[src/rtl/memPkg.sv]
package memPkg;

  // Word and bus widths
  localparam int AddrWidth = 32;
  localparam int DataWidth = 32;
  localparam int ByteLanes = DataWidth / 8;
  localparam int SizeWidth = 3;

  // Cache geometry, one word per line
  // Index is address bits 5..2, tag is the rest above it
  localparam int CacheIndexBits = 4;
  localparam int CacheLines     = 1 << CacheIndexBits;
  localparam int CacheTagBits   = AddrWidth - CacheIndexBits - 2;

  // Backing memory, word indexed by address bits 11..2
  localparam int MemIndexBits = 10;
  localparam int MemWords     = 1 << MemIndexBits;

  // Idle cycles between request accept and the ready pulse
  localparam int MemWaitStates = 2;
  localparam int WaitCntBits   = $clog2(MemWaitStates + 2);

  // Power-up pattern, each word is its index XOR this key
  localparam logic [DataWidth-1:0] MemFillKey = 32'h5A3C_96E1;

  // Bus transfer size codes
  localparam logic [SizeWidth-1:0] SizeByte = 3'd0;
  localparam logic [SizeWidth-1:0] SizeHalf = 3'd1;
  localparam logic [SizeWidth-1:0] SizeWord = 3'd2;

endpackage

[src/rtl/busArbiter.sv]
`timescale 1ns/100ps

module busArbiter (
  input  logic                         clk,
  input  logic                         rstN,
  input  logic                         reqF,
  input  logic [memPkg::AddrWidth-1:0] addrF,
  input  logic                         reqM,
  input  logic [memPkg::AddrWidth-1:0] addrM,
  input  logic                         writeM,
  input  logic [memPkg::DataWidth-1:0] wDataM,
  input  logic [memPkg::SizeWidth-1:0] sizeM,
  input  logic                         hReady,
  output logic                         hRequest,
  output logic [memPkg::AddrWidth-1:0] hAddr,
  output logic                         hWrite,
  output logic [memPkg::DataWidth-1:0] hWData,
  output logic [memPkg::SizeWidth-1:0] hSize,
  output logic                         readyF,
  output logic                         readyM
);

  logic busy;
  logic ownerData;
  logic selData;

  // Idle bus routes straight away, data side wins a tie
  assign selData = busy ? ownerData : reqM;

  assign hRequest = busy || reqF || reqM;
  assign hAddr    = selData ? addrM : addrF;
  assign hWrite   = selData && writeM;
  assign hWData   = wDataM;
  assign hSize    = selData ? sizeM : memPkg::SizeWord;

  // Ready goes to the owner only
  assign readyF = hReady && !selData;
  assign readyM = hReady && selData;

  // Owner is latched on the first request cycle and held to hReady
  always_ff @(posedge clk) begin
    if (!rstN) begin
      busy      <= 1'b0;
      ownerData <= 1'b0;
    end else if (hReady) begin
      busy <= 1'b0;
    end else if (!busy && (reqF || reqM)) begin
      busy      <= 1'b1;
      ownerData <= reqM;
    end
  end

endmodule

[config.mk]
export PLATFORM = sky130hd
export DESIGN_NAME = busArbiter
export DESIGN_NICKNAME = d
export VERILOG_FILES = /design/src/rtl/memPkg.sv /design/src/rtl/busArbiter.sv
export SDC_FILE = /design/constraint.sdc
export NUM_CORES = 1
export LEC_CHECK = 0
export ABC_AREA = 1
export ABC_CLOCK_PERIOD_IN_PS = 1700
export CORE_AREA = 4 4 67 69
export CTS_BUF_LIST = sky130_fd_sc_hd__clkbuf_4 sky130_fd_sc_hd__clkbuf_8
export DETAILED_ROUTE_END_ITERATION = 8
export DIE_AREA = 0 0 71 73
export DONT_BUFFER_PORTS = 1
export HOLD_SLACK_MARGIN = 0.12
export SLEW_MARGIN = 20
export SYNTH_ARGS = -nofsm -noshare
export SYNTH_HDL_FRONTEND = slang
export SYNTH_SLANG_ARGS = --single-unit
[constraint.sdc]
create_clock -name clk -period 1.7 [get_ports clk]
set_input_delay 0.085 -clock clk [delete_from_list [all_inputs] [get_ports clk]]
set_output_delay 0.085 -clock clk [all_outputs]
set_load 0.02 [all_outputs]
# Yosys cells after proc, flatten, opt, wreduce, memory -nomap -nowiden
# Cells that the tools add are included.
[classes] bitwise=2 n_mux=3 reduce_logical=11
[ops] cell="2-to-1 mux 32 bit" n=1
[ops] cell="logical AND 1 bit" n=4
[ops] cell="logical OR 1 bit" n=3
[ops] cell="2-to-1 mux 3 bit" n=1
[ops] cell="logical NOT 1 bit" n=2
[ops] cell="NOT 1 bit" n=2
[ops] cell="AND reduction 2 bit" n=1
[ops] cell="OR reduction 2 bit" n=1
[ops] cell="2-to-1 mux 1 bit" n=1
[totals] in_bits=105 out_inout_bits=71 register_bits=2 word_cells=18

# Longest topological paths before layout
[depth] ltp_word=3 mapped_depth=7 depth_no_buf=6

# Worst setup path before layout
# No wires, ideal clock.
[synth_path] kind="register -> output" startpoint="reg busy" endpoint="out readyF" n_path_buf=1 stages_incl_launch_ff=7 required_ns=1.615 arrival_time_ns=0.974 slack_ns=0.641 cell_sequence="dfxtp_1 inv_1 nand2_2 nand2_2 inv_2 buf_4 nor2_1"
[synth_between] elab_chain_cells=3
[synth_rtl] item="start, declared" line="busArbiter.sv:23" rtl="logic busy;"
[synth_rtl] item="start signal, assigned" line="busArbiter.sv:43" rtl="busy <= 1'b0;"
[synth_rtl] item="start signal, assigned" line="busArbiter.sv:46" rtl="busy <= 1'b0;"
[synth_rtl] item="start signal, assigned" line="busArbiter.sv:48" rtl="busy <= 1'b1;"
[synth_rtl] item="2-to-1 mux 1 bit" line="busArbiter.sv:28" rtl="assign selData = busy ? ownerData : reqM;"
[synth_rtl] item="logical NOT 1 bit" line="busArbiter.sv:37" rtl="assign readyF = hReady && !selData;"
[synth_rtl] item="logical AND 1 bit" line="busArbiter.sv:37"
[synth_rtl] item="end, declared" line="busArbiter.sv:19" rtl="output logic readyF,"
# Every way passes these cells.

# Worst setup path in the final report
[layout_path] startpoint="in hReady" endpoint="reg ownerData"
[layout_between] elab_chain_cells=2
[layout_rtl] item="start, declared" line="busArbiter.sv:13" rtl="input logic hReady,"
[layout_rtl] item="NOT 1 bit (no source line)"
[layout_rtl] item="AND reduction 2 bit (no source line)"
[layout_rtl] item="end signal, assigned" line="busArbiter.sv:49" rtl="ownerData <= reqM;"
[layout_rtl] item="end, declared" line="busArbiter.sv:24" rtl="logic ownerData;"
# Every way passes these cells.
# A chain may end at the register's enable or synchronous reset.

==> summary.md <==
| Metric | Value |
|---|---|
| Switching Power | `0.276 mW` |
| Core Region | `0.00391 mm^2` |
| Min-delay worst type | `primary input to output port` |
| Min Tclk post-route | `1.37 ns` |
| Count of cell types in the netlist | `12` |
| Maximum vdd ir drop | `0.355 mV` |
| GRT Resource Usage Total | `0.0715` |
| Average size of a mapped cell | `5.07 um^2` |
| Worst setup margin | `0.325 ns` |
| Largest family of logic cells by synthesized area | `simple AND/OR/NAND/NOR gates` |
| Status | `complete, no violations` |
| Final setup fails | `0` |
| FP Rows | `23` |
| Setup TNS | `0 ns` |
| Comb pwr share | `0.565` |
| Power share of the sequential group | `0.095` |
| RSZ-0062 raised after global routing | `no` |
| Ratio of cells with drive above 1 in the final layout | `0.123` |
| Routed WL | `2.36 mm` |
| Area post-placement | `633 um^2` |
| Syn nets | `268` |
| CTS-repair resized insts | `0` |
| Internal Power | `0.272 mW` |
| Critical-path top delay cell | `dlygate4sd3_1` |
| Initial drt markers | `11` |
| Sequential Area | `40.0 um^2` |
| Compound-cell area share of the yosys netlist | `0.00606` |
| Clock share of power | `0.341` |
| Post-Syn Area | `826 um^2` |
| Clk_lat worst skew | `0.21 ns` |
| Seq/Total Area, Yosys | `0.0485` |
| Grt total ovfl | `0` |
| Yosys Warn Count | `0` |
| Die outline width | `71 um` |
| Largest net degree at the start of global routing | `22` |
| Finished Cell Area | `714 um^2` |
| Clk root buf | `clkbuf_8` |
| Yosys top cell area share | `0.455` |
| Worst Clk Skew | `0.0000810 ns` |
| Post-DP HPWL | `2.02 mm` |
| Worst slew margin | `0.837` |
| Top post-synthesis cells by area | `nand2_1 (45%), buf_4 (32%), buf_6 (5.5%), dfxtp_1 (4.8%), inv_1 (4.1%)` |
| Synth Area in XOR/XNOR | `0` |
| CTS Buffer Depth | `2` |
| Clock sink count | `2` |
| Filler instances | `470` |
| Sw Ratio | `0.504` |
| Die footprint | `0.00518 mm^2` |
| Fin cells | `188` |
| Post-synthesis mux area share | `0` |
| CP Cell Sequence | `dlygate4sd3_1 > nor2_1 > nand2_1 > nand2_1 > a21oi_1 > dlygate4sd3_1` |
| ANT cells | `0` |
| Area delta synth->final | `-13.5%` |
| Number of H-tree levels | `1` |
| Leak Pwr | `0.448 nW` |
| CTS tree | `built` |
| Power Total | `0.548 mW` |
| Total I/O pin count | `176` |
| Initial antenna violation count | `0` |
| Arr. time, crit path | `1.47 ns` |
| Total CTS buffers | `3` |
| Number of port buffers | `0` |
| Fmax | `727 MHz` |
| CP Launch Type | `primary input` |
| Vias per cell | `4.21` |
| Critical Path RT | `1.79 ns` |
| Area of the multi-input gates | `440 um^2` |
| Post-Place Setup Slack | `0.527 ns` |
| Placed insts | `181` |
| Routability congestion estimate | `0.685` |
| Simple-Gate Fraction of Synth Area | `0.527` |
| Clock transition at the registers of the reported paths | `0.03 ns` |
| Vias in the first global route | `676` |
| Initial core utilization | `0.211` |
| DRC violation count after routing | `0` |
| Crit-path max cell delay | `0.56 ns` |
| Flops & latches, synth | `2` |
| Fin. Hold Viols | `0` |
| WL/cell | `12.6 um` |
| Global-route wire length before repair | `2.96 mm` |
| Router iterations before antenna repair | `4` |
| WP buf/inv | `2` |
| CP Capture Type | `flop` |
| Die H | `73 um` |
| Via count | `791` |
| Cells after Synth | `163` |
| Layout Nets | `245` |
| ANT nets after route | `0` |
| Synth area leader | `nand2_1` |
| Final slew viol count | `0` |
| Critical-path maximum fanout | `2` |
| Synth Area in Adders | `0` |
| WS Path Type | `primary input to flop` |
| Power density over cell area | `767 mW/mm^2` |
| Final period util | `0.809` |
| Maximum capacitance violations | `0` |
| Transition time of the tightest slew-check pin | `0.245 ns` |
| Top delay family on crit path | `buffers and inverters` |
## cells by family after synthesis
kind of cell           count (synthesis)
buffers and inverters                 49
AO/OA/AOI/OAI                          1
flip-flops                             2
AND/OR/NAND/NOR                      111
## sequential cells by signal, summed over array words and instances, names as in the netlist
signal and flops:
ownerData 1, busy 1
## path summary, 6_finish.rpt
kind              startpoint         end  slack [ns]  cells after the start
setup / recovery      hReady   ownerData        0.33                      6
hold / removal    wDataM[15]  hWData[15]        0.17                      0
setup reg to reg        busy        busy        0.39                      5
hold reg to reg    ownerData   ownerData        1.00                      3
## per-stage QoR
stage                util  hold WS (ns)
floorplan               -         0.164
global placement    0.162         0.165
detailed placement  0.162         0.167
CTS                 0.183         0.170
global route        0.183         0.170
finish              0.183         0.170
## cell usage in the layout, fill, tap and decap left out
| cell type | instances |
|---|---|
| or2_1 | 1 |
| inv_2 | 1 |
| buf_4 | 7 |
| a21oi_1 | 1 |
| clkbuf_8 | 3 |
| dlygate4sd3_1 | 4 |
| nor3_1 | 1 |
| nand2_1 | 100 |
| nor2_2 | 4 |
| nand2_2 | 2 |
| inv_1 | 9 |
| dfxtp_1 | 2 |
| nor2_1 | 3 |
## per-layer routing
metal  up-vias  part of all wire  GRT usage
met1       313              0.33     0.0704
met5         -                 0          0
met4         0             0.031     0.0459
met2        71              0.51      0.137
met3        14              0.14     0.0124
li1        393                 -          -
## power groups by stage
stage / logic (mW) / clock network [mW] / registers [mW]
final: 0.310 / 0.187 / 0.0519
after global routing: 0.340 / 0.197 / 0.0524
after global placement: 0.303 / 0 / 0.0522
after CTS: 0.315 / 0.191 / 0.0519
after detailed placement: 0.307 / 0 / 0.0524
after floorplan: 0.389 / 0 / 0.0521
## cell usage after synthesis (all sizes together)
library cell  count
nor2              7
nor3              1
inv              10
dfxtp             2
or2               1
nand2           102
a21oi             1
buf              39
## worst register-to-register path, delay by kind of cell, from the launching register on
kind | cells | cell delay [ns]
buffers and inverters | 2 | 0.62
and+or+nand+nor | 3 | 0.26
DFF | 1 | 0.31
## cell type report
class	instances	share of cell area
Multi-Input combinational cell	112	0.616
Clock buffer	3	0.0578
Timing Repair Buffer	11	0.130
Inverter	10	0.0525
Tap cell	50	0.0876
Sequential cell	2	0.0560
## repair_timing
item                       CTS  global route
hold endpoints to repair     2             0
hold buffers                 4             0
setup endpoints to repair    0             0
setup buffers                0             0
No activity file was read; power rests on OpenSTA's default activity.
