<file path="config.mk">
export PLATFORM = sky130hd
export DESIGN_NAME = instrCache
export DESIGN_NICKNAME = d
export VERILOG_FILES = /design/src/rtl/memPkg.sv /design/src/rtl/instrCache.sv
export SDC_FILE = /design/constraint.sdc
export NUM_CORES = 1
export LEC_CHECK = 0
export BUFFER_PORTS_ARGS = -buffer_cell sky130_fd_sc_hd__buf_2
export CAP_MARGIN = 10
export CORE_MARGIN = 2
export CORE_UTILIZATION = 40
export DETAILED_ROUTE_END_ITERATION = 10
export PLACE_DENSITY = 0.69
export SLEW_MARGIN = 20
export SYNTH_ARGS = -nofsm -noshare
export SYNTH_HDL_FRONTEND = slang
export SYNTH_SLANG_ARGS = --single-unit
</file>
<file path="constraint.sdc">
create_clock -name clk -period 8.34 [get_ports clk]
set_input_delay 2.502 -clock clk [delete_from_list [all_inputs] [get_ports clk]]
set_output_delay 2.502 -clock clk [all_outputs]
set_load 0.01 [all_outputs]
</file>
<file path="src/rtl/memPkg.sv">
package memPkg;

  // Word and bus widths
  localparam int AddrWidth = 32;
  localparam int DataWidth = 32;
  localparam int ByteLanes = DataWidth / 8;
  localparam int SizeWidth = 3;

  // Cache geometry, one word per line
  // Index is address bits 5..2, tag is the rest above it
  localparam int CacheIndexBits = 4;
  localparam int CacheLines     = 1 << CacheIndexBits;
  localparam int CacheTagBits   = AddrWidth - CacheIndexBits - 2;

  // Backing memory, word indexed by address bits 11..2
  localparam int MemIndexBits = 10;
  localparam int MemWords     = 1 << MemIndexBits;

  // Idle cycles between request accept and the ready pulse
  localparam int MemWaitStates = 2;
  localparam int WaitCntBits   = $clog2(MemWaitStates + 2);

  // Power-up pattern, each word is its index XOR this key
  localparam logic [DataWidth-1:0] MemFillKey = 32'h5A3C_96E1;

  // Bus transfer size codes
  localparam logic [SizeWidth-1:0] SizeByte = 3'd0;
  localparam logic [SizeWidth-1:0] SizeHalf = 3'd1;
  localparam logic [SizeWidth-1:0] SizeWord = 3'd2;

endpackage

</file>
<file path="src/rtl/instrCache.sv">
`timescale 1ns/100ps

module instrCache (
  input  logic                         clk,
  input  logic                         rstN,
  input  logic [memPkg::AddrWidth-1:0] pcF,
  input  logic                         iCacheEn,
  input  logic                         iInvalidate,
  input  logic                         readyF,
  input  logic [memPkg::DataWidth-1:0] hRData,
  output logic [memPkg::DataWidth-1:0] instrF,
  output logic                         iStall,
  output logic                         reqF,
  output logic [memPkg::AddrWidth-1:0] addrF
);

  logic [memPkg::CacheTagBits-1:0]   tagArr  [memPkg::CacheLines];
  logic [memPkg::DataWidth-1:0]      dataArr [memPkg::CacheLines];
  logic [memPkg::CacheLines-1:0]     validArr;
  logic [memPkg::CacheIndexBits-1:0] index;
  logic [memPkg::CacheTagBits-1:0]   tag;
  logic                              hit;
  logic                              fillDone;
  logic [memPkg::DataWidth-1:0]      fillData;

  assign index = pcF[memPkg::CacheIndexBits+1:2];
  assign tag   = pcF[memPkg::AddrWidth-1:memPkg::CacheIndexBits+2];

  // A disabled cache never hits, so every fetch goes to the bus
  assign hit = iCacheEn && validArr[index] && (tagArr[index] == tag);

  assign iStall = !hit && !fillDone;
  assign reqF   = iStall;
  assign addrF  = {pcF[memPkg::AddrWidth-1:2], 2'b00};

  // Bus data wins for one cycle after the fill, which also serves bypass
  assign instrF = fillDone ? fillData : dataArr[index];

  // Set for exactly the cycle after readyF
  always_ff @(posedge clk) begin
    if (!rstN) begin
      fillDone <= 1'b0;
    end else begin
      fillDone <= readyF;
    end
  end

  always_ff @(posedge clk) begin
    if (readyF) begin
      fillData <= hRData;
    end
  end

  // Invalidate pulse drops every line at the next edge
  always_ff @(posedge clk) begin
    if (!rstN || iInvalidate) begin
      validArr <= '0;
    end else if (readyF && iCacheEn) begin
      validArr[index] <= 1'b1;
    end
  end

  always_ff @(posedge clk) begin
    if (readyF && iCacheEn) begin
      tagArr[index]  <= tag;
      dataArr[index] <= hRData;
    end
  end

endmodule

</file>
Yosys cells after proc, flatten, opt, wreduce, memory -nomap -nowiden
Memory sizes are Yosys's and may differ from the RTL's.
Index checks and enable logic that the tools add are counted.
- output and inout port bits: 66
- word-level logic and storage cells: 25
- input port bits: 69
- bits in writable memories: 928
- bits in registers: 49
- memories: 2
- memory list (name ; depth ; bits a word ; rd ports ; clocked after memory_dff ; write ports ; line ; RTL):
    dataArr ; 16 ; 32 ; 1 ; 0 ; 1 ; instrCache.sv:18 ; logic [memPkg::DataWidth-1:0] dataArr [memPkg::CacheLines];
    tagArr ; 16 ; 26 ; 1 ; 0 ; 1 ; instrCache.sv:17 ; logic [memPkg::CacheTagBits-1:0] tagArr [memPkg::CacheLines];
- magnitude comparators: 2
- equality and inequality tests: 1
- bitwise operators: 1
- reductions and logical operators: 9
- muxes and demuxes: 7
- operator list (cell ; number):
    $mux 32 ; 1
    $eq 26x26->1 ; 1
    $or 16x16->16 ; 1
    $logic_and 1x1->1 ; 5
    $lt 4x5->1 const B ; 1
    $bmux 1 s4 ; 1
    $demux 1 s4 ; 1
    $ge 4x1->1 const B ; 1
    $mux 1 ; 4
    $logic_not 1->1 ; 3
    $logic_or 1x1->1 ; 1

Longest topological paths before layout
- depth in word-level cells: 6
- depth in mapped cells: 13
- depth with buffers taken out: 7

Worst setup path after synthesis
No wires, ideal clock.
- path kind: input -> register
- start point: in pcF[3] in the netlist's numbering
- end point: mem dataArr[2][0] in the netlist's numbering, enable pin
- data required time: 7792 ps
- setup time: 548 ps
- slack: 255 ps
- arrival: 7537 ps
- path buffers: 4
- cell stages on the path: 6
- cell sequence: buf_2 > buf_2 > buf_2 > buf_2 > nand4b_1 > nor3_1
- RTL lines (what ; line ; RTL):
    start, declared ; instrCache.sv:6 ; input logic [memPkg::AddrWidth-1:0] pcF,
    end, declared ; instrCache.sv:18 ;
Straight into the memory's write port.

Final worst setup path
- start point: in pcF[5] in the netlist's numbering
- end point: out reqF
- word-level cells in the longest chain between the ends: 6
- elaborated cells on any way between the ends: 8
- classes of those cells: 1 x eq/ne; 2 x mux; 4 x reduce/logical; 1 x memory
- RTL lines (what ; line ; RTL):
    branches (longest 3 deep; another with $mem_v2 16x26) ; -- ;
    $logic_and 1x1->1 (*) ; instrCache.sv:30 ; assign hit = iCacheEn && validArr[index] && (tagArr[index] == tag);
    $logic_not 1->1 (*) ; instrCache.sv:32 ; assign iStall = !hit && !fillDone;
    $logic_and 1x1->1 (*) ; instrCache.sv:32 ;
    end, declared ; instrCache.sv:13 ; output logic reqF,
Mark *: on every way between the ends. The select of a mux whose other input is x is not followed.

==> flow_metrics.py <==
metrics = {
    "routing": {
        "wl_um": 83360,
        "drtAntennaViolNets": 0,
        "vias": 17320,
        "drtPass1Iterations": 5,
        "drtIter0Drc": 2040,
        "via_per_inst": 5.538,
        "wl_per_cell_um": 26.65,
        "drc": 0,
    },
    "cts": {
        "cts_buffer_depth": 3,
        "clk_latency_ns": 0.64,
        "clk_pin_slew_ns": 0.06,
        "root_buffer": "clkbuf_16",
        "cts_hold_buf": 0,
        "cts_buffers": 96,
        "numClockSinks": 977,
        "htree_levels": 3,
        "cts_tree": "built",
    },
    "global_route": {
        "globalRouteTotalUtil_pct": 17.18,
        "grt_overflow_total": 0,
        "grt_pass1_wl_um": 122400,
        "antenna_found_initial": 8,
        "grt_pass1_vias": 18080,
        "grt_max_degree": 67,
    },
    "placed_design": {
        "dp_slack_ns": 0.1844,
        "port_buffers": 130,
        "dpl_cell_area_mm2": 0.04009,
        "dp.cells": 2943,
        "place_hpwl_um": 43740,
        "gp_congestion": 0.7592,
    },
    "cells_and_area": {
        "fin_area_mm2": 0.04323,
        "nets": 1859,
        "syn_to_final_growth_pct": 14.50,
        "drive_above_1_share_pct": 34.46,
        "stdcell_count": 3128,
    },
    "power_and_ir_drop": {
        "powerDensity_mw_per_mm2": 236.4,
        "peakVddDrop_mv": 0.1687,
        "power_w": 0.01022,
        "power_leakage_nw": 13.68,
    },
    "timing": {
        "fin_crit_ns": 8.120,
        "setup_viol": 0,
        "fin_skew_ns": 0,
        "hold_violations": 0,
        "fin_crit_sh_pct": 97.36,
        "maxSlewHeadroom_pct": 26.16,
        "setup_slack_ns": 0.2203,
        "tns_ns": 0,
        "worst_slew_pin_slew_ns": 1.105,
        "grt_setup_unrepaired": "false",
        "drv_slew": 0,
        "clock.fmax_mhz": 123.2,
    },
    "yosys": {
        "synth-main-ff-cell": "edfxtp_1",
        "synth_cell_types": 49,
        "ys_seq_elements": 977,
        "syn_area_mm2": 0.03775,
        "ys_seq_area_share_pct": 77.26,
        "async_flop_share_pct": 0,
        "syn_inst": 1607,
        "synth_edf_count": 960,
        "yosys_warnings": 0,
        "synth_area_per_cell_um2": 23.49,
    },
    "setup_path": {
        "end_kind": "primary output",
        "start_kind": "input pin",
        "criticalPathCategory": "input pin to primary output",
        "critPathRequiredTime_ns": 5.84,
        "r2r-start": "validArr[0]$_SDFFE_PP0P_",
        "path_max_fanout": 45,
        "crit_arrival_ns": 5.62,
        "ff2ff_path_depth": 1,
        "crit_path_start": "pcF[5]",
    },
    "floorplan": {
        "die_x_um": 311.2,
        "die_y_um": 311.2,
        "num_io_pins": 135,
        "start_util_pct": 40.39,
        "core_mm2": 0.09347,
        "rows": 112,
        "die_area_mm2": 0.09686,
    },
    "run_status": {
        "outcome": "completed",
    },
    "worst_hold_path": {
        "min_path_type": "flop to flop",
        "min_path_cells": 1,
        "holdCritStartpoint": "validArr[12]$_SDFFE_PP0P_",
    },
    "flow_run": {
        "cap_violations": 0,
    },
}
==> per-stage QoR <==
| stage | hold WS [ns] | utilization [%] |
|---|---|---|
| after CTS | 0.4682 | 46.16 |
| after detailed placement | 0.4543 | 42.90 |
| after floorplan | 0.4344 | - |
| after global routing | 0.4848 | 46.25 |
| final | 0.4710 | 46.25 |
| after global placement | 0.4415 | 42.87 |
==> critical path, stage by stage <==
cell and delay (ns):
buf_4 0.50, buf_4 0.65, mux4_2 0.60, xor2_1 0.38
a2111oi_2 0.10, a41oi_1 0.54, buf_2 0.24
==> layer usage <==
metal | part of all wire [%] | global-route usage (%) | up-vias
met1 | 42 | 23.97 | 9324
met2 | 49 | 28.11 | 657
met4 | 1.9 | 3.458 | 8
met5 | 0.055 | 0 | -
li1 | - | - | 7202
met3 | 7.0 | 3.652 | 132
==> sequential cells by signal, summed over array words and instances, names as in the netlist <==
register / flops
validArr: 16
fillDone: 1
tagArr: 416
fillData: 32
dataArr: 512
==> worst paths after layout <==
path              slack (ns)                        end
hold reg to reg         0.47  validArr[12]$_SDFFE_PP0P_
hold / removal          0.47  validArr[12]$_SDFFE_PP0P_
setup / recovery        0.22                       reqF
setup reg to reg        7.73   validArr[0]$_SDFFE_PP0P_
==> cells in the mapped netlist, types with 4 or more instances <==
master	n	area share [%]
a21oi_1	4	0.053
a22oi_1	5	0.099
buf_1	10	0.099
buf_2	30	0.40
buf_4	38	0.76
buf_6	10	0.30
clkbuf_1	24	0.24
dfxtp_1	17	0.90
edfxtp_1	960	76
inv_1	8	0.080
mux2_2	32	0.95
mux2i_1	53	1.4
mux4_1	4	0.28
mux4_2	256	15
nand2_1	12	0.12
nand2b_1	5	0.083
nand3_1	8	0.11
nand4_1	5	0.083
nor2_1	21	0.21
nor2b_1	4	0.066
nor3_1	9	0.12
o211ai_1	6	0.12
o21a_1	16	0.32
o221ai_1	4	0.093
o22ai_1	4	0.066
xnor2_1	20	0.46
xor2_1	10	0.23
==> layout by cell type (no fill, tap or decap), drive strengths merged, types with 12 or more instances in the layout <==
cell	instances
edfxtp	960
mux4	260
buf	197
clkbuf	121
mux2i	53
clkinv	41
mux2	32
nor2	21
xnor2	20
dfxtp	17
o21a	16
nand2	12
inv	12
==> repair_timing <==
item,CTS,global route
setup endpoints to repair,0,2
buffers inserted,0,0
gates resized for setup,0,1
==> power by group <==
| group | internal, W | switching [W] |
|---|---|---|
| sequential | 0.00546 | 0.0000149 |
| combinational | 0.000238 | 0.000313 |
| clock | 0.00240 | 0.00179 |
| total | 0.00810 | 0.00212 |
==> cell type report <==
type,instances,area [um2]
Antenna cell,2,5.005
Clock buffer,121,2517
Clock inverter,59,538.0
Fill cell,7591,50240
Inverter,8,30.03
Multi-Input combinational cell,510,7975
Sequential cell,977,29170
Tap cell,1254,1569
Timing Repair Buffer,197,1424
==> logic make-up (layout without fill, tap and decap cells) <==
group                  Yosys count  count (layout)  share of synthesized area (%)
AO/OA/AOI/OAI                   65              65                          1.346
XOR/XNOR                        30              30                         0.6959
buffers and inverters          121             385                          1.922
flip-flops                     977             977                          77.26
multiplexers                   345             345                          17.91
other                            1               4                       0.009932
AND/OR/NAND/NOR                 68              68                         0.8617
No activity file was read; power rests on OpenSTA's default activity.
